$ cat config.mk
export PLATFORM = sky130hd
export DESIGN_NAME = hw_manager
export DESIGN_NICKNAME = d
export VERILOG_FILES = /design/src/hw/hw_mgr_fault_pkg.sv /design/src/hw/hw_mgr_status_pkg.sv /design/src/hw/cfg_bounds_check.sv /design/src/hw/fault_priority_encoder.sv /design/src/hw/power_sequencer.sv /design/src/hw/hw_manager.sv
export VERILOG_INCLUDE_DIRS = /design/src /design/src/hw
export SDC_FILE = /design/constraint.sdc
export NUM_CORES = 1
export LEC_CHECK = 0
export ABC_CLOCK_PERIOD_IN_PS = 2100
export BUFFER_PORTS_ARGS = -buffer_cell sky130_fd_sc_hd__buf_2
export CELL_PAD_IN_SITES_DETAIL_PLACEMENT = 1
export CELL_PAD_IN_SITES_GLOBAL_PLACEMENT = 2
export CORE_MARGIN = 2
export CORE_UTILIZATION = 27
export CTS_CLUSTER_DIAMETER = 200
export CTS_CLUSTER_SIZE = 14
export DETAILED_ROUTE_END_ITERATION = 10
export GPL_TIMING_DRIVEN = 0
export PLACE_DENSITY = 0.77
export SETUP_SLACK_MARGIN = 0.2
export SLEW_MARGIN = 30
export SYNTH_ARGS = -nofsm -noshare
export SYNTH_HDL_FRONTEND = slang
export SYNTH_SLANG_ARGS = --single-unit
$ cat constraint.sdc
create_clock -name clk -period 2.1 [get_ports clk]
set_input_delay 0 -clock clk [delete_from_list [all_inputs] [get_ports clk]]
set_output_delay 0 -clock clk [all_outputs]
set_load 0.1 [all_outputs]
$ cat src/hw/hw_mgr_config.svh
`ifndef HW_MGR_CONFIG_SVH
`define HW_MGR_CONFIG_SVH

// Boards in the chassis, one mask bit each
`define HW_MGR_NUM_BOARDS 8

// Sequencer delays in clk cycles, cut down for simulation
// A delay state with value N lasts N+1 cycles
`define HW_MGR_SD_FORCE_DELAY 20   // Force released -> reset pulse
`define HW_MGR_SD_RST_PULSE 5      // Low time of n_shutdown_rst
`define HW_MGR_SD_RST_DELAY 20     // Reset pulse done -> DMA start

// Boot timeouts, also in clk cycles
`define HW_MGR_BUF_LOAD_WAIT 50    // DAC buffer preload after dma_en
`define HW_MGR_SPI_START_WAIT 50   // SPI up after spi_en

// Wide enough for the full-length hardware delays too
`define HW_MGR_TIMER_W 32

`endif

$ cat src/hw/hw_mgr_fault_pkg.sv
`include "hw_mgr_config.svh"

package hw_mgr_fault_pkg;

  typedef logic [`HW_MGR_NUM_BOARDS-1:0] board_mask_t;          // Bit i is board i
  typedef logic [$clog2(`HW_MGR_NUM_BOARDS)-1:0] board_idx_t;

  // Config out-of-bounds flags, first field wins
  typedef struct packed {
    logic trig_lockout;
    logic cal_offset;
    logic dac_divider;
    logic integ_thresh_avg;
    logic integ_window;
    logic integ_en;
    logic sys_en;
  } cfg_oob_t;

  // Run-time faults
  // Priority is lock_viol, shutdown_sense, ext_shutdown, then masks in order
  typedef struct packed {
    logic        lock_viol;
    logic        ext_shutdown;
    board_mask_t shutdown_sense;
    board_mask_t dac_over_thresh;
    board_mask_t adc_over_thresh;
    board_mask_t dac_buf_underflow;
    board_mask_t dac_buf_overflow;
    board_mask_t adc_buf_underflow;
    board_mask_t adc_buf_overflow;
  } run_fault_t;

  // Control lines out to the rest of the system
  typedef struct packed {
    logic sys_rst;
    logic unlock_cfg;        // High lets the PS write config
    logic dma_en;
    logic spi_en;
    logic trig_en;
    logic n_shutdown_force;  // Active low
    logic n_shutdown_rst;    // Active low
  } hw_ctrl_t;

endpackage

$ cat src/hw/hw_mgr_status_pkg.sv
package hw_mgr_status_pkg;

  // Sequencer state, zero is not a legal encoding
  typedef enum logic [3:0] {
    IDLE         = 4'd1,
    RELEASE_SD_F = 4'd2,  // Shutdown force released, waiting
    PULSE_SD_RST = 4'd3,  // n_shutdown_rst held low
    SD_RST_DELAY = 4'd4,
    START_DMA    = 4'd5,  // Waiting on DAC buffer preload
    START_SPI    = 4'd6,  // Waiting on SPI
    RUNNING      = 4'd7,
    HALTED       = 4'd8
  } hw_state_t;

  // Status codes, numbering kept from the full board manager
  // Gaps at 15-18 and 23-26 belong to faults not monitored here
  typedef enum logic [24:0] {
    OK                   = 25'd1,
    PS_SHUTDOWN          = 25'd2,
    TRIG_LOCKOUT_OOB     = 25'd3,
    CAL_OFFSET_OOB       = 25'd4,
    DAC_DIVIDER_OOB      = 25'd5,
    INTEG_THRESH_AVG_OOB = 25'd6,
    INTEG_WINDOW_OOB     = 25'd7,
    INTEG_EN_OOB         = 25'd8,
    SYS_EN_OOB           = 25'd9,
    LOCK_VIOL            = 25'd10,
    SHUTDOWN_SENSE       = 25'd11,
    EXT_SHUTDOWN         = 25'd12,
    DAC_OVER_THRESH      = 25'd13,
    ADC_OVER_THRESH      = 25'd14,
    DAC_BUF_UNDERFLOW    = 25'd19,
    DAC_BUF_OVERFLOW     = 25'd20,
    ADC_BUF_UNDERFLOW    = 25'd21,
    ADC_BUF_OVERFLOW     = 25'd22,
    BUF_FILL_TIMEOUT     = 25'd27,
    SPI_START_TIMEOUT    = 25'd28
  } status_code_t;

  // Word read by the PS, board on top, state in the low nibble
  typedef struct packed {
    hw_mgr_fault_pkg::board_idx_t board;
    status_code_t                 code;
    hw_state_t                    state;
  } status_word_t;

endpackage

$ cat src/hw/cfg_bounds_check.sv
`timescale 1ns/1ps

module cfg_bounds_check (
  input  hw_mgr_fault_pkg::cfg_oob_t      cfg_oob,
  output logic                            cfg_hit,
  output hw_mgr_status_pkg::status_code_t cfg_code
);
  import hw_mgr_status_pkg::*;
  import hw_mgr_fault_pkg::*;

  // First flag in struct order sets the code
  always_comb begin
    cfg_hit = 1'b1;
    if (cfg_oob.trig_lockout) begin
      cfg_code = TRIG_LOCKOUT_OOB;
    end else if (cfg_oob.cal_offset) begin
      cfg_code = CAL_OFFSET_OOB;
    end else if (cfg_oob.dac_divider) begin
      cfg_code = DAC_DIVIDER_OOB;
    end else if (cfg_oob.integ_thresh_avg) begin
      cfg_code = INTEG_THRESH_AVG_OOB;
    end else if (cfg_oob.integ_window) begin
      cfg_code = INTEG_WINDOW_OOB;
    end else if (cfg_oob.integ_en) begin
      cfg_code = INTEG_EN_OOB;
    end else if (cfg_oob.sys_en) begin
      cfg_code = SYS_EN_OOB;
    end else begin
      cfg_hit  = 1'b0;  // Config clean so boot may go ahead
      cfg_code = OK;
    end

    // Chain must cover every flag of the struct
    // Flags not yet driven at start-up are skipped
    a_hit_any_flag: assert ($isunknown(cfg_oob) || cfg_hit == (|cfg_oob))
      else $error("cfg_hit %0b disagrees with flags %h", cfg_hit, cfg_oob);
  end

endmodule

$ cat src/hw/fault_priority_encoder.sv
`timescale 1ns/1ps

module fault_priority_encoder (
  input  logic                            sys_en,
  input  hw_mgr_fault_pkg::run_fault_t    faults,
  output logic                            fault_hit,
  output hw_mgr_status_pkg::status_code_t fault_code,
  output hw_mgr_fault_pkg::board_idx_t    fault_board
);
  import hw_mgr_status_pkg::*;
  import hw_mgr_fault_pkg::*;

  board_mask_t mask_sel;  // Mask of the winning fault, zero if not per board

  // Lowest set bit, scanned from the top so the last hit wins
  function automatic board_idx_t lowest_board(input board_mask_t mask);
    board_idx_t idx;
    idx = '0;
    for (int i = $bits(board_mask_t) - 1; i >= 0; i--) begin
      if (mask[i]) idx = board_idx_t'(i);
    end
    return idx;
  endfunction

  always_comb begin
    fault_hit = 1'b1;
    mask_sel  = '0;
    if (!sys_en) begin
      fault_code = PS_SHUTDOWN;  // PS pulled the enable
    end else if (faults.lock_viol) begin
      fault_code = LOCK_VIOL;
    end else if (|faults.shutdown_sense) begin
      fault_code = SHUTDOWN_SENSE;
      mask_sel   = faults.shutdown_sense;
    end else if (faults.ext_shutdown) begin
      fault_code = EXT_SHUTDOWN;
    end else if (|faults.dac_over_thresh) begin
      fault_code = DAC_OVER_THRESH;
      mask_sel   = faults.dac_over_thresh;
    end else if (|faults.adc_over_thresh) begin
      fault_code = ADC_OVER_THRESH;
      mask_sel   = faults.adc_over_thresh;
    end else if (|faults.dac_buf_underflow) begin
      fault_code = DAC_BUF_UNDERFLOW;
      mask_sel   = faults.dac_buf_underflow;
    end else if (|faults.dac_buf_overflow) begin
      fault_code = DAC_BUF_OVERFLOW;
      mask_sel   = faults.dac_buf_overflow;
    end else if (|faults.adc_buf_underflow) begin
      fault_code = ADC_BUF_UNDERFLOW;
      mask_sel   = faults.adc_buf_underflow;
    end else if (|faults.adc_buf_overflow) begin
      fault_code = ADC_BUF_OVERFLOW;
      mask_sel   = faults.adc_buf_overflow;
    end else begin
      fault_hit  = 1'b0;
      fault_code = OK;
    end
    fault_board = lowest_board(mask_sel);  // 0 for the global faults

    // A halt must never be logged as OK
    a_hit_has_code: assert (!fault_hit || fault_code != OK)
      else $error("fault_hit with code OK, faults %h", faults);
  end

endmodule

$ cat src/hw/power_sequencer.sv
`timescale 1ns/1ps
`include "hw_mgr_config.svh"

module power_sequencer (
  input  logic                            clk,
  input  logic                            rst,
  input  logic                            sys_en,
  input  logic                            dac_buf_loaded,
  input  logic                            spi_running,
  input  logic                            cfg_hit,
  input  hw_mgr_status_pkg::status_code_t cfg_code,
  input  logic                            fault_hit,
  input  hw_mgr_status_pkg::status_code_t fault_code,
  input  hw_mgr_fault_pkg::board_idx_t    fault_board,
  output hw_mgr_fault_pkg::hw_ctrl_t      ctrl,
  output hw_mgr_status_pkg::status_word_t status_word,
  output logic                            ps_interrupt
);
  import hw_mgr_status_pkg::*;
  import hw_mgr_fault_pkg::*;

  hw_state_t                  cur_state;
  status_code_t               status_code;
  board_idx_t                 board_num;
  logic [`HW_MGR_TIMER_W-1:0] timer;  // Free running, cleared on state change

  assign status_word = '{board: board_num, code: status_code, state: cur_state};

  always_ff @(posedge clk or posedge rst) begin
    if (rst) begin
      cur_state    <= IDLE;
      timer        <= '0;
      status_code  <= OK;
      board_num    <= '0;
      ps_interrupt <= 1'b0;
      ctrl <= '{sys_rst: 1'b1, unlock_cfg: 1'b1, dma_en: 1'b0, spi_en: 1'b0,
                trig_en: 1'b0, n_shutdown_force: 1'b0, n_shutdown_rst: 1'b1};
    end else begin
      ps_interrupt <= 1'b0;  // One-cycle pulse unless set below
      timer        <= timer + 1'b1;
      case (cur_state)
        IDLE: begin
          if (sys_en && cfg_hit) begin
            // Bad config, hardware stays off and config stays open
            cur_state    <= HALTED;
            status_code  <= cfg_code;
            ps_interrupt <= 1'b1;
          end else if (sys_en) begin
            cur_state             <= RELEASE_SD_F;
            timer                 <= '0;
            ctrl.sys_rst          <= 1'b0;
            ctrl.unlock_cfg       <= 1'b0;  // Config locked from here on
            ctrl.n_shutdown_force <= 1'b1;
          end
        end
        RELEASE_SD_F: if (timer >= `HW_MGR_SD_FORCE_DELAY) begin
          cur_state           <= PULSE_SD_RST;
          timer               <= '0;
          ctrl.n_shutdown_rst <= 1'b0;
        end
        PULSE_SD_RST: if (timer >= `HW_MGR_SD_RST_PULSE) begin
          cur_state           <= SD_RST_DELAY;
          timer               <= '0;
          ctrl.n_shutdown_rst <= 1'b1;  // End of the pulse
        end
        SD_RST_DELAY: if (timer >= `HW_MGR_SD_RST_DELAY) begin
          cur_state   <= START_DMA;
          timer       <= '0;
          ctrl.dma_en <= 1'b1;
        end
        START_DMA: begin
          if (dac_buf_loaded) begin
            cur_state   <= START_SPI;
            timer       <= '0;
            ctrl.spi_en <= 1'b1;
          end else if (timer >= `HW_MGR_BUF_LOAD_WAIT) begin
            // Buffer never filled, power back down
            cur_state             <= HALTED;
            status_code           <= BUF_FILL_TIMEOUT;
            ps_interrupt          <= 1'b1;
            ctrl.sys_rst          <= 1'b1;
            ctrl.n_shutdown_force <= 1'b0;
            ctrl.dma_en           <= 1'b0;
            ctrl.spi_en           <= 1'b0;
          end
        end
        START_SPI: begin
          if (spi_running) begin
            cur_state    <= RUNNING;
            ctrl.trig_en <= 1'b1;
            ps_interrupt <= 1'b1;  // Tell the PS the system is live
          end else if (timer >= `HW_MGR_SPI_START_WAIT) begin
            cur_state             <= HALTED;
            status_code           <= SPI_START_TIMEOUT;
            ps_interrupt          <= 1'b1;
            ctrl.sys_rst          <= 1'b1;
            ctrl.n_shutdown_force <= 1'b0;
            ctrl.dma_en           <= 1'b0;
            ctrl.spi_en           <= 1'b0;
          end
        end
        RUNNING: begin
          // Fault acted on once the entry pulse is done, keeps pulses apart
          if (fault_hit && !ps_interrupt) begin
            cur_state             <= HALTED;
            status_code           <= fault_code;
            board_num             <= fault_board;
            ps_interrupt          <= 1'b1;
            ctrl.sys_rst          <= 1'b1;
            ctrl.n_shutdown_force <= 1'b0;
            ctrl.dma_en           <= 1'b0;
            ctrl.spi_en           <= 1'b0;
            ctrl.trig_en          <= 1'b0;
          end
        end
        HALTED: if (!sys_en) begin
          // PS acknowledged by dropping the enable
          cur_state       <= IDLE;
          status_code     <= OK;
          board_num       <= '0;
          ctrl.unlock_cfg <= 1'b1;
        end
        default: cur_state <= IDLE;
      endcase
    end
  end

  a_irq_single: assert property (@(posedge clk) disable iff (rst)
    ps_interrupt |=> !ps_interrupt);
  a_trig_only_running: assert property (@(posedge clk) disable iff (rst)
    ctrl.trig_en |-> cur_state == RUNNING);
  a_state_legal: assert property (@(posedge clk) disable iff (rst)
    cur_state inside {[IDLE:HALTED]});

endmodule

$ cat src/hw/hw_manager.sv
`timescale 1ns/1ps

module hw_manager (
  input  logic                            clk,
  input  logic                            rst,
  input  logic                            sys_en,
  input  logic                            dac_buf_loaded,
  input  logic                            spi_running,
  input  hw_mgr_fault_pkg::cfg_oob_t      cfg_oob,
  input  hw_mgr_fault_pkg::run_fault_t    faults,
  output hw_mgr_fault_pkg::hw_ctrl_t      ctrl,
  output hw_mgr_status_pkg::status_word_t status_word,
  output logic                            ps_interrupt
);
  import hw_mgr_status_pkg::*;
  import hw_mgr_fault_pkg::*;

  logic         cfg_hit;
  status_code_t cfg_code;
  logic         fault_hit;
  status_code_t fault_code;
  board_idx_t   fault_board;

  // Checked on boot only
  cfg_bounds_check u_cfg_check (.cfg_oob, .cfg_hit, .cfg_code);

  // Watched in RUNNING, sys_en low counts as a fault
  fault_priority_encoder u_fault_enc (
    .sys_en, .faults, .fault_hit, .fault_code, .fault_board
  );

  power_sequencer u_seq (
    .clk, .rst, .sys_en, .dac_buf_loaded, .spi_running,
    .cfg_hit, .cfg_code, .fault_hit, .fault_code, .fault_board,
    .ctrl, .status_word, .ps_interrupt
  );

endmodule

==> flow_summary.json, run 1 <==
{
  "status": "complete, but fails checks",
  "violations_in_the_final_reports": "negative setup slack",
  "fillers": 1653,
  "async_reset_ff_share_pct": 100,
  "reg2reg_from": "u_seq.cur_state[0]$_DFFE_PP1P_",
  "area_overhead_vs_synth_pct": 56.4,
  "reg2reg_to": "u_seq.ctrl[4]$_DFFE_PP0P_",
  "clkLatencyLatePin_ns": 0.29,
  "synth_ff_type": "dfrtp_1",
  "drt_first_iter_violations": 217,
  "ctsRootBufferMaster": "clkbuf_16",
  "power_frac_seq_pct": 18.8,
  "io_buffers": 88,
  "clock_tree.htree_level_count": 2,
  "final_net_count": 730,
  "rsz0062_at_grt": "true",
  "worst_reg_to_reg_path_cell_count": 11,
  "final_min_period_over_clock_period_pct": 103,
  "global_route.usage.met2_pct": 32.2,
  "endpoint_kind_of_the_worst_setup_timing_path": "register",
  "fmax_mhz": 462,
  "synth-seq-cells": 52,
  "power-per-cell-area_mw_per_mm2": 1200,
  "irDropWorstVdd_v": 0.000556,
  "cts_tree": "built",
  "crit_type": "reg -> reg",
  "globalRoute.totalOverflow": 0,
  "via_per_inst": 5.21,
  "grt_antenna_before_repair": 0,
  "power_share_of_the_clock_group_pct": 11.4,
  "edff_count_synth": 0,
  "ioPinCount": 110,
  "core.rowCount": 43,
  "start_util_pct": 27.8,
  "p_sw_share_pct": 49.8,
  "relSlewSlack_pct": 60.7,
  "final-setup-viol-count": 40,
  "grt_met1_usage_pct": 26.3,
  "chipHeight_um": 124,
  "lkg_pwr_nw": 2.60,
  "residual_drc": 0,
  "fin_crit_ns": 2.17,
  "slew_violations": 0,
  "floorplan.core_area_sq_mm": 0.0139,
  "post_synthesis_cell_type_count": 64,
  "count_of_inserted_antenna_diode_cells": 0,
  "ys_warn_count": 0,
  "crit_fanout": 4,
  "area.sequential_sq_mm": 0.00133,
  "floorplan.die.width_um": 124,
  "worstMarginPinSlew_ns": 0.589,
  "pwr-share-comb_pct": 69.8,
  "globalplace.congestion": 0.931,
  "critical_path.startpoint": "u_seq.cur_state[0]$_DFFE_PP1P_",
  "utilization_after_layout_pct": 43.5,
  "synth.avg_cell_area_sq_um": 8.09,
  "hold_viol_final": 0,
  "hold_path_class": "in -> reg",
  "via_count_of_the_first_global_routing_pass": 4473,
  "internal_power_mw": 3.67,
  "multi_input_comb_area_sq_mm": 0.00295,
  "dieArea_sq_mm": 0.0153,
  "timing.max_cap.violations": 0,
  "grt_util_met3_pct": 3.07,
  "ctsLongestPathBuffers": 2,
  "critPathCapture": "u_seq.ctrl[4]$_DFFE_PP0P_",
  "cts_sinks": 52,
  "setup-tns-final_ns": -1.35,
  "synth_top_cell_area_share_pct": 30.4,
  "crit_required_ns": 2.32,
  "synthesis.area_sq_mm": 0.00387,
  "dp.final_hpwl_um": 10300,
  "grt.total_usage_pct": 19.2,
  "postLayoutSetupSlackWorst_ns": -0.0666,
  "post_route_cells_drive_above_1_share_pct": 49.5,
  "num_vias": 4362,
  "timing.clock.skew_ns": 0.00786,
  "synthDominantAreaCellType": "dfrtp_1",
  "yosys-top-cells-area": "dfrtp_1 (30%), nor2_1 (6.8%), nand2_1 (4.5%)",
  "drt_pre_antenna_iters": 4,
  "net-switching-power_mw": 3.63,
  "drtAntennaViolNets": 0,
  "pin_count_of_the_biggest_net_entering_global_routing": 44,
  "seq_area_frac_synth_pct": 33.8,
  "cts_buffers": 5,
  "pre_cts_ws_ns": -0.392,
  "wl_per_cell_um": 18.7,
  "rrSetupSlack_ns": -0.07,
  "critical_path_at_ns": 2.38,
  "grt_pass1_wl_um": 23300,
  "busiest_layer": "met2",
  "critPathLaunchType": "register",
  "synth_instances": 479,
  "clock_pin_slew_on_the_worst_setup_and_hold_paths_ns": 0.07,
  "drt_wl_total_um": 15700
}
-- worst min path at each step --
stage / start / endpoint / cells after the start
2_1_floorplan: spi_running / u_seq.ctrl[2]$_DFFE_PP0P_ / 2
3_3_place_gp: spi_running / u_seq.ctrl[2]$_DFFE_PP0P_ / 3
3_5_place_dp: rst / u_seq.ctrl[4]$_DFFE_PP0P_ / 2
4_1_cts: faults[48] / u_seq.board_num[0]$_DFFE_PP0P_ / 4
5_1_grt: dac_buf_loaded / u_seq.ctrl[3]$_DFFE_PP0P_ / 3
6_report: faults[48] / u_seq.board_num[0]$_DFFE_PP0P_ / 4
-- state kept, by name (all words and copies together), names as in the netlist --
name and flops:
u_seq.cur_state 4, u_seq.ctrl 7, u_seq.timer 32, u_seq.board_num 3, u_seq.ps_interrupt 1, u_seq.status_code 5
-- repair_timing --
action / 4_1_cts / 5_1_grt
endpoints found under the hold margin: 49 / 0
pin swaps: 23 / 22
resized for setup: 83 / 88
setup buffers: 34 / 24
hold buffers: 1 / 0
setup endpoints to repair: 50 / 49
cloned: 2 / 1
-- power by group through the flow --
stage                     sequential [mW]  clock [mW]  combinational, mW
after floorplan                      2.22           0               1.78
after global placement               1.37           0               3.38
after detailed placement             1.38           0               3.43
after CTS                            1.37       0.854               4.17
after global routing                 1.39       0.894               5.33
final                                1.37       0.830               5.10
-- final cells by class --
| type | instances | share of cell area [%] |
|---|---|---|
| buffer | 36 | 5.45 |
| clock buffer | 6 | 2.13 |
| clock inverter | 2 | 0.269 |
| inverter | 14 | 0.971 |
| multi-input combinational | 396 | 48.7 |
| sequential | 52 | 22.0 |
| tap | 180 | 3.72 |
| timing repair buffer | 151 | 16.8 |
-- logic make-up (layout without fill, tap and decap cells) --
group                    count (synthesis)  in the layout  synth area share, %
AO/OA/AOI/OAI                          113            113                 19.8
XOR/XNOR                                30             30                 6.78
adder cells (fa/ha/maj)                  4              4                 1.29
buffers and inverters                   50            209                 7.07
flip-flops                              52             52                 33.8
multiplexers                             8              8                 2.20
other                                    1             20               0.0968
AND/OR/NAND/NOR                        221            221                 29.0
-- placed cells by master (no fill, tap or decap), types with 5 or more instances in the layout --
cell	n
nor4_2	8
xor2_1	16
and3_1	7
dfrtp_2	15
o21ai_0	20
nand2_1	40
nor4_4	7
buf_4	68
xnor2_1	13
nor2_4	13
buf_2	88
nor2_1	38
nand4_1	5
a211oi_1	7
buf_6	11
inv_1	9
o21ai_1	6
dfrtp_1	32
or3_1	5
and2_1	6
a21oi_1	19
clkbuf_16	7
nor3_1	12
nand2_2	6
conb_1	20
nand3_1	10
nor2_2	21
-- worst max-delay path: stages, from the launching register on --
cell     delay [ns]
dfstp_4        0.49
buf_4          0.15
nor2b_2        0.22
a22oi_2        0.13
buf_4          0.17
a22o_1         0.17
a32oi_1        0.17
nor3_1         0.07
and2_4         0.17
buf_6          0.12
buf_4          0.13
a31oi_4        0.11
-- synth_stat cells (9+ instances only) --
master and n:
nor2_1 70, dfrtp_1 47, nand2_1 46, o21ai_0 25, a21oi_1 22, buf_4 21
nor4_1 19, xor2_1 17, nor3_1 15, inv_1 14, nand3_1 13, xnor2_1 13
clkbuf_1 12, a211oi_1 9, and3_1 9
-- metal layers --
metal	vias up	wire [um]
li1	2054	-
met1	2139	6900
met2	142	7590
met3	27	834
met4	0	342
met5	-	0
-- per-stage QoR --
step                      power (mW)  cells  area [sq um]  hold WS [ns]
after detailed placement        4.81    767          4750       -0.0711
after global placement          4.76    766          4720         0.388
after floorplan                 4.00    498          4050         0.193
after global routing            7.62    837          6060        0.0823
after CTS                       6.39    812          5520        0.0730
final                           7.30    837          6060        0.0723
Note: power is estimated with default switching activity, not from simulation.
==> run 2: changes to the inputs <==
BUFFER_PORTS_ARGS = -buffer_cell sky130_fd_sc_hd__clkbuf_2   (was -buffer_cell sky130_fd_sc_hd__buf_2)
CORE_ASPECT_RATIO = 0.9   (was default)
SLEW_MARGIN = default   (was 30)
==> flow_summary.json, run 2 (synthesized netlist as in run 1, its figures left out) <==
{
  "setup-tns-final_ns": -0.843,
  "worstMarginPinSlew_ns": 0.585,
  "globalRoute.totalOverflow": 0,
  "lkg_pwr_nw": 2.59,
  "residual_drc": 0,
  "drt_wl_total_um": 14900,
  "clock_pin_slew_on_the_worst_setup_and_hold_paths_ns": 0.08,
  "postLayoutCellArea_sq_mm": 0.00603,
  "io_buffers": 88,
  "violations_in_the_final_reports": "negative setup slack",
  "minimum_hold_slack_ns": 0.0802,
  "floorplan.die.width_um": 130,
  "crit_required_ns": 2.29,
  "crit_fanout": 10,
  "count_of_inserted_antenna_diode_cells": 0,
  "start_util_pct": 27.7,
  "grt_antenna_before_repair": 0,
  "largest_register_ffs": 32,
  "reg_with_most_ffs": "u_seq.timer",
  "hold_viol_final": 0,
  "rsz0062_at_grt": "true",
  "critical_path_at_ns": 2.34,
  "crit_type": "reg -> reg",
  "timing.max_cap.violations": 0,
  "drt_pre_antenna_iters": 4,
  "p_sw_share_pct": 50.2,
  "ioPinCount": 110,
  "cts_tree": "built",
  "floorplan.core_area_sq_mm": 0.0140,
  "irDropWorstVdd_v": 0.000754,
  "ctsLongestPathBuffers": 2,
  "clock_tree.htree_level_count": 2,
  "fin_crit_ns": 2.15,
  "endpoint_kind_of_the_worst_setup_timing_path": "register",
  "via_per_inst": 5.08,
  "num_vias": 4302,
  "power-per-cell-area_mw_per_mm2": 1170,
  "globalplace.congestion": 0.907,
  "status": "complete, but fails checks",
  "slew_violations": 0,
  "hold_path_class": "in -> reg",
  "final-setup-viol-count": 34,
  "pwr-share-comb_pct": 68.7,
  "finalPower_mw": 7.05,
  "internal_power_mw": 3.51,
  "detailed_place.area_sq_mm": 0.00475,
  "fmax_mhz": 465,
  "dp.final_hpwl_um": 10300,
  "cts_buffers": 5,
  "wl_per_cell_um": 17.6,
  "drt_first_iter_violations": 191,
  "chipHeight_um": 118,
  "reg_top3": "u_seq.timer: 32 flops, u_seq.ctrl: 7 flops, u_seq.status_code: 5 flops",
  "dieArea_sq_mm": 0.0153,
  "clkLatencyLatePin_ns": 0.30,
  "critPathLaunchType": "register",
  "post_route_cells_drive_above_1_share_pct": 48.3,
  "timing.clock.skew_ns": 0.0111,
  "pin_count_of_the_biggest_net_entering_global_routing": 41,
  "drtAntennaViolNets": 0,
  "final_net_count": 727,
  "fillers": 1640,
  "power_frac_seq_pct": 19.3,
  "cts_sinks": 52,
  "ctsRootBufferMaster": "clkbuf_16",
  "core.rowCount": 41,
  "mostFrequentLayoutCell": "clkbuf_2",
  "net-switching-power_mw": 3.54,
  "via_count_of_the_first_global_routing_pass": 4315,
  "area_overhead_vs_synth_pct": 55.6,
  "relSlewSlack_pct": 61.0,
  "final_min_period_over_clock_period_pct": 102,
  "postLayoutSetupSlackWorst_ns": -0.0491,
  "utilization_after_layout_pct": 43.0,
  "grt_pass1_wl_um": 23000,
  "layout.cells.most_common_list": "clkbuf_2 (94), buf_4 (69), nand2_1 (41), dfrtp_1 (36), nor2_1 (35)",
  "power_share_of_the_clock_group_pct": 12.0,
  "grt.total_usage_pct": 18.6
}
==> run 2: changes by cell type in the layout (fill, tap and decap cells not counted), sizes merged <==
cell	previous run	this run
clkbuf	17	103
buf	175	85
inv	13	14
==> run 2: path summary, 6_finish.rpt <==
kind | start | endpoint | slack, ns | depth (start not counted)
max | u_seq.cur_state[0]$_DFFE_PP1P_ | u_seq.timer[17]$_DFF_PP0_ | -0.05 | 10
min | faults[49] | u_seq.board_num[2]$_DFFE_PP0P_ | 0.08 | 4
max reg2reg | u_seq.cur_state[0]$_DFFE_PP1P_ | u_seq.timer[17]$_DFF_PP0_ | -0.05 | 10
min reg2reg | u_seq.ctrl[0]$_DFFE_PP1P_ | u_seq.ctrl[0]$_DFFE_PP1P_ | 0.48 | 2
max in group asynchronous | rst | u_seq.status_code[0]$_DFFE_PP1P_ | 1.32 | 4
min in group asynchronous | rst | u_seq.board_num[1]$_DFFE_PP0P_ | 0.20 | 3
==> run 2: area by class of cell <==
| type | instances | area, sq um | share of cell area (%) |
|---|---|---|---|
| timing repair buffer | 148 | 965 | 16.0 |
| inverter | 14 | 56.3 | 0.934 |
| clock inverter | 3 | 21.3 | 0.353 |
| buffer | 36 | 324 | 5.38 |
| tap | 193 | 241 | 4.01 |
| multi-input combinational | 396 | 2970 | 49.3 |
| clock buffer | 5 | 125 | 2.08 |
| sequential | 52 | 1330 | 22.0 |
==> run 2: worst max-delay path: stages, from the launching register on <==
cell and delay [ns]:
dfstp_4 0.65, clkbuf_16 0.16, clkinvlp_4 0.11, buf_12 0.14
buf_4 0.14, o21ai_0 0.22, nand2_1 0.14, nor2_4 0.14
buf_12 0.14, buf_12 0.15, nor2_1 0.05
==> run 2: per-stage QoR <==
step	setup WS, ns	std cells
6_report	-0.0491	847
5_1_grt	-0.175	847
4_1_cts	-0.00623	825
3_5_place_dp	-0.394	780
3_3_place_gp	-0.390	779
2_1_floorplan	-0.182	498
==> run 2: per-layer routing <==
metal  share of wire (%)  global-route usage (%)  vias up  routed length [um]
met4                 1.4                    3.76        0                 208
li1                    -                       -     2036                   -
met2                  48                    29.0      124                7100
met1                  46                    26.9     2128                6830
met3                 4.9                    3.45       14                 728
met5                   0                       0        -                   0
==> run 2: power groups by stage <==
stage	combinational, mW	sequential (mW)	clock, mW
2_1_floorplan	1.78	2.22	0
3_3_place_gp	3.41	1.36	0
3_5_place_dp	3.47	1.37	0
4_1_cts	4.18	1.35	0.863
5_1_grt	5.10	1.38	0.904
6_report	4.84	1.36	0.845
==> run 2: timing repair <==
| action | 4_1_cts | 5_1_grt |
|---|---|---|
| pin swaps | 33 | 21 |
| endpoints found under the setup margin | 50 | 49 |
| buffers inserted | 34 | 22 |
| hold endpoints to repair | 50 | 0 |
| gates cloned | 2 | 0 |
| resized for setup | 76 | 84 |
| hold buffers | 1 | 0 |
==> run 3: changes to the inputs <==
ABC_CLOCK_PERIOD_IN_PS = default   (was 2100)
GPL_ROUTABILITY_DRIVEN = 0   (was default)
MAX_ROUTING_LAYER = met4   (was default)
==> flow_summary.json, run 3 (synthesized netlist as in run 1, its figures left out) <==
{
  "status": "complete, but fails checks",
  "violations_in_the_final_reports": "negative setup slack",
  "critical_path_at_ns": 2.32,
  "layout.cells.most_common_list": "clkbuf_2 (94), buf_4 (68), nand2_1 (41), dfrtp_1 (36), nor2_1 (35)",
  "detailed_place.area_sq_mm": 0.00475,
  "critPathSlowestCell": "dfrtp_1",
  "grt_antenna_before_repair": 0,
  "power-per-cell-area_mw_per_mm2": 1170,
  "crit_required_ns": 2.28,
  "reg_top3": "u_seq.timer: 32 flops, u_seq.ctrl: 7 flops, u_seq.status_code: 5 flops",
  "clock_tree.htree_level_count": 2,
  "drt_wl_total_um": 14800,
  "ioPinCount": 110,
  "cts_buffers": 5,
  "clkLatencyLatePin_ns": 0.30,
  "fmax_mhz": 469,
  "hold_path_class": "in -> reg",
  "final_min_period_over_clock_period_pct": 102,
  "io_buffers": 88,
  "endpoint_kind_of_the_worst_setup_timing_path": "register",
  "grt.total_usage_pct": 19.2,
  "via_count_of_the_first_global_routing_pass": 4324,
  "residual_drc": 0,
  "dp.final_hpwl_um": 10300,
  "finalPower_mw": 7.07,
  "grt_pass1_wl_um": 23000,
  "wl_per_cell_um": 17.5,
  "drtAntennaViolNets": 0,
  "lkg_pwr_nw": 2.59,
  "core.rowCount": 41,
  "fin_crit_ns": 2.13,
  "worstMarginPinSlew_ns": 0.586,
  "floorplan.core_area_sq_mm": 0.0140,
  "reg_with_most_ffs": "u_seq.timer",
  "relSlewSlack_pct": 61.0,
  "slew_violations": 0,
  "irDropWorstVdd_v": 0.000753,
  "max_stage_delay_ns": 0.44,
  "largest_register_ffs": 32,
  "crit_fanout": 6,
  "count_of_inserted_antenna_diode_cells": 0,
  "cts_sinks": 52,
  "ctsLongestPathBuffers": 2,
  "ctsRootBufferMaster": "clkbuf_16",
  "rsz0062_at_grt": "true",
  "post_route_cells_drive_above_1_share_pct": 48.5,
  "area_overhead_vs_synth_pct": 55.9,
  "num_vias": 4295,
  "setup-tns-final_ns": -0.136,
  "pin_count_of_the_biggest_net_entering_global_routing": 41,
  "globalRoute.totalOverflow": 0,
  "via_per_inst": 5.07,
  "postLayoutSetupSlackWorst_ns": -0.0340,
  "crit_type": "reg -> reg",
  "chipHeight_um": 118,
  "critPathLaunchType": "register",
  "start_util_pct": 27.7,
  "dieArea_sq_mm": 0.0153,
  "mostFrequentLayoutCell": "clkbuf_2",
  "final-setup-viol-count": 5,
  "worst_hold_path.num_cells": 4,
  "hold_viol_final": 0,
  "cts_tree": "built",
  "timing.clock.skew_ns": 0.0103,
  "postLayoutCellArea_sq_mm": 0.00604,
  "drt_pre_antenna_iters": 4,
  "drt_first_iter_violations": 179,
  "critical_path.cell_chain": "nor4_1 > nand3_1 > buf_4 > nor2_4 > o21ai_4 > o21ai_2 > buf_6 > mux2_4",
  "timing.max_cap.violations": 0,
  "clock_pin_slew_on_the_worst_setup_and_hold_paths_ns": 0.07,
  "worst_reg_to_reg_path_cell_count": 8,
  "floorplan.die.width_um": 130,
  "final_net_count": 727
}
-- run 3: per-layer routing --
| layer | GRT usage, % | part of all wire, % |
|---|---|---|
| met5 | - | 0 |
| met3 | 2.82 | 4.6 |
| met2 | 29.0 | 48 |
| met4 | 3.76 | 1.4 |
| met1 | 27.4 | 46 |
-- run 3: area by class of cell --
type,count,area (sq um)
fill,1634,7970
timing repair buffer,148,968
buffer,36,324
clock buffer,5,125
clock inverter,3,21.3
tap,193,241
inverter,14,56.3
multi-input combinational,396,2980
sequential,52,1330
-- run 3: worst max-delay path, delay by kind of cell (launching register included) --
family                 cells  cell delay (ns)
flip-flops                 1             0.44
AND/OR/NAND/NOR            3             0.65
buffers and inverters      2             0.34
AO/OA/AOI/OAI              2             0.28
multiplexers               1             0.30
-- run 3: what timing repair did --
action                                 in CTS  in global routing
gates cloned                                2                  0
gates resized for setup                    76                 87
setup endpoints to repair                  50                 49
endpoints found under the hold margin      50                  0
pin swaps                                  33                 21
buffers inserted                           34                 22
hold buffers                                1                  0
-- run 3: worst paths after layout --
path | from | endpoint | slack, ns
worst max-delay path | u_seq.timer[6]$_DFF_PP0_ | u_seq.status_code[1]$_DFFE_PP0P_ | -0.03
worst min-delay path | faults[49] | u_seq.board_num[2]$_DFFE_PP0P_ | 0.08
worst max register to register | u_seq.timer[6]$_DFF_PP0_ | u_seq.status_code[1]$_DFFE_PP0P_ | -0.03
worst min register to register | u_seq.ctrl[0]$_DFFE_PP1P_ | u_seq.ctrl[0]$_DFFE_PP1P_ | 0.48
max in group asynchronous | rst | u_seq.status_code[0]$_DFFE_PP1P_ | 1.32
min in group asynchronous | rst | u_seq.board_num[1]$_DFFE_PP0P_ | 0.20
-- run 3: through the flow --
step | utilization, % | setup WS (ns) | hold slack (ns) | cells
2_1_floorplan | - | -0.182 | 0.193 | 498
3_3_place_gp | 33.8 | -0.390 | 0.372 | 779
3_5_place_dp | 33.9 | -0.394 | -0.0398 | 780
4_1_cts | 39.2 | -0.00623 | 0.0792 | 825
5_1_grt | 43.1 | -0.163 | 0.0858 | 847
6_report | 43.1 | -0.0340 | 0.0760 | 847
-- run 3: where the power goes --
part           switching (mW)  internal (mW)
Combinational            2.99           1.88
Sequential              0.157           1.20
Clock                   0.396          0.445
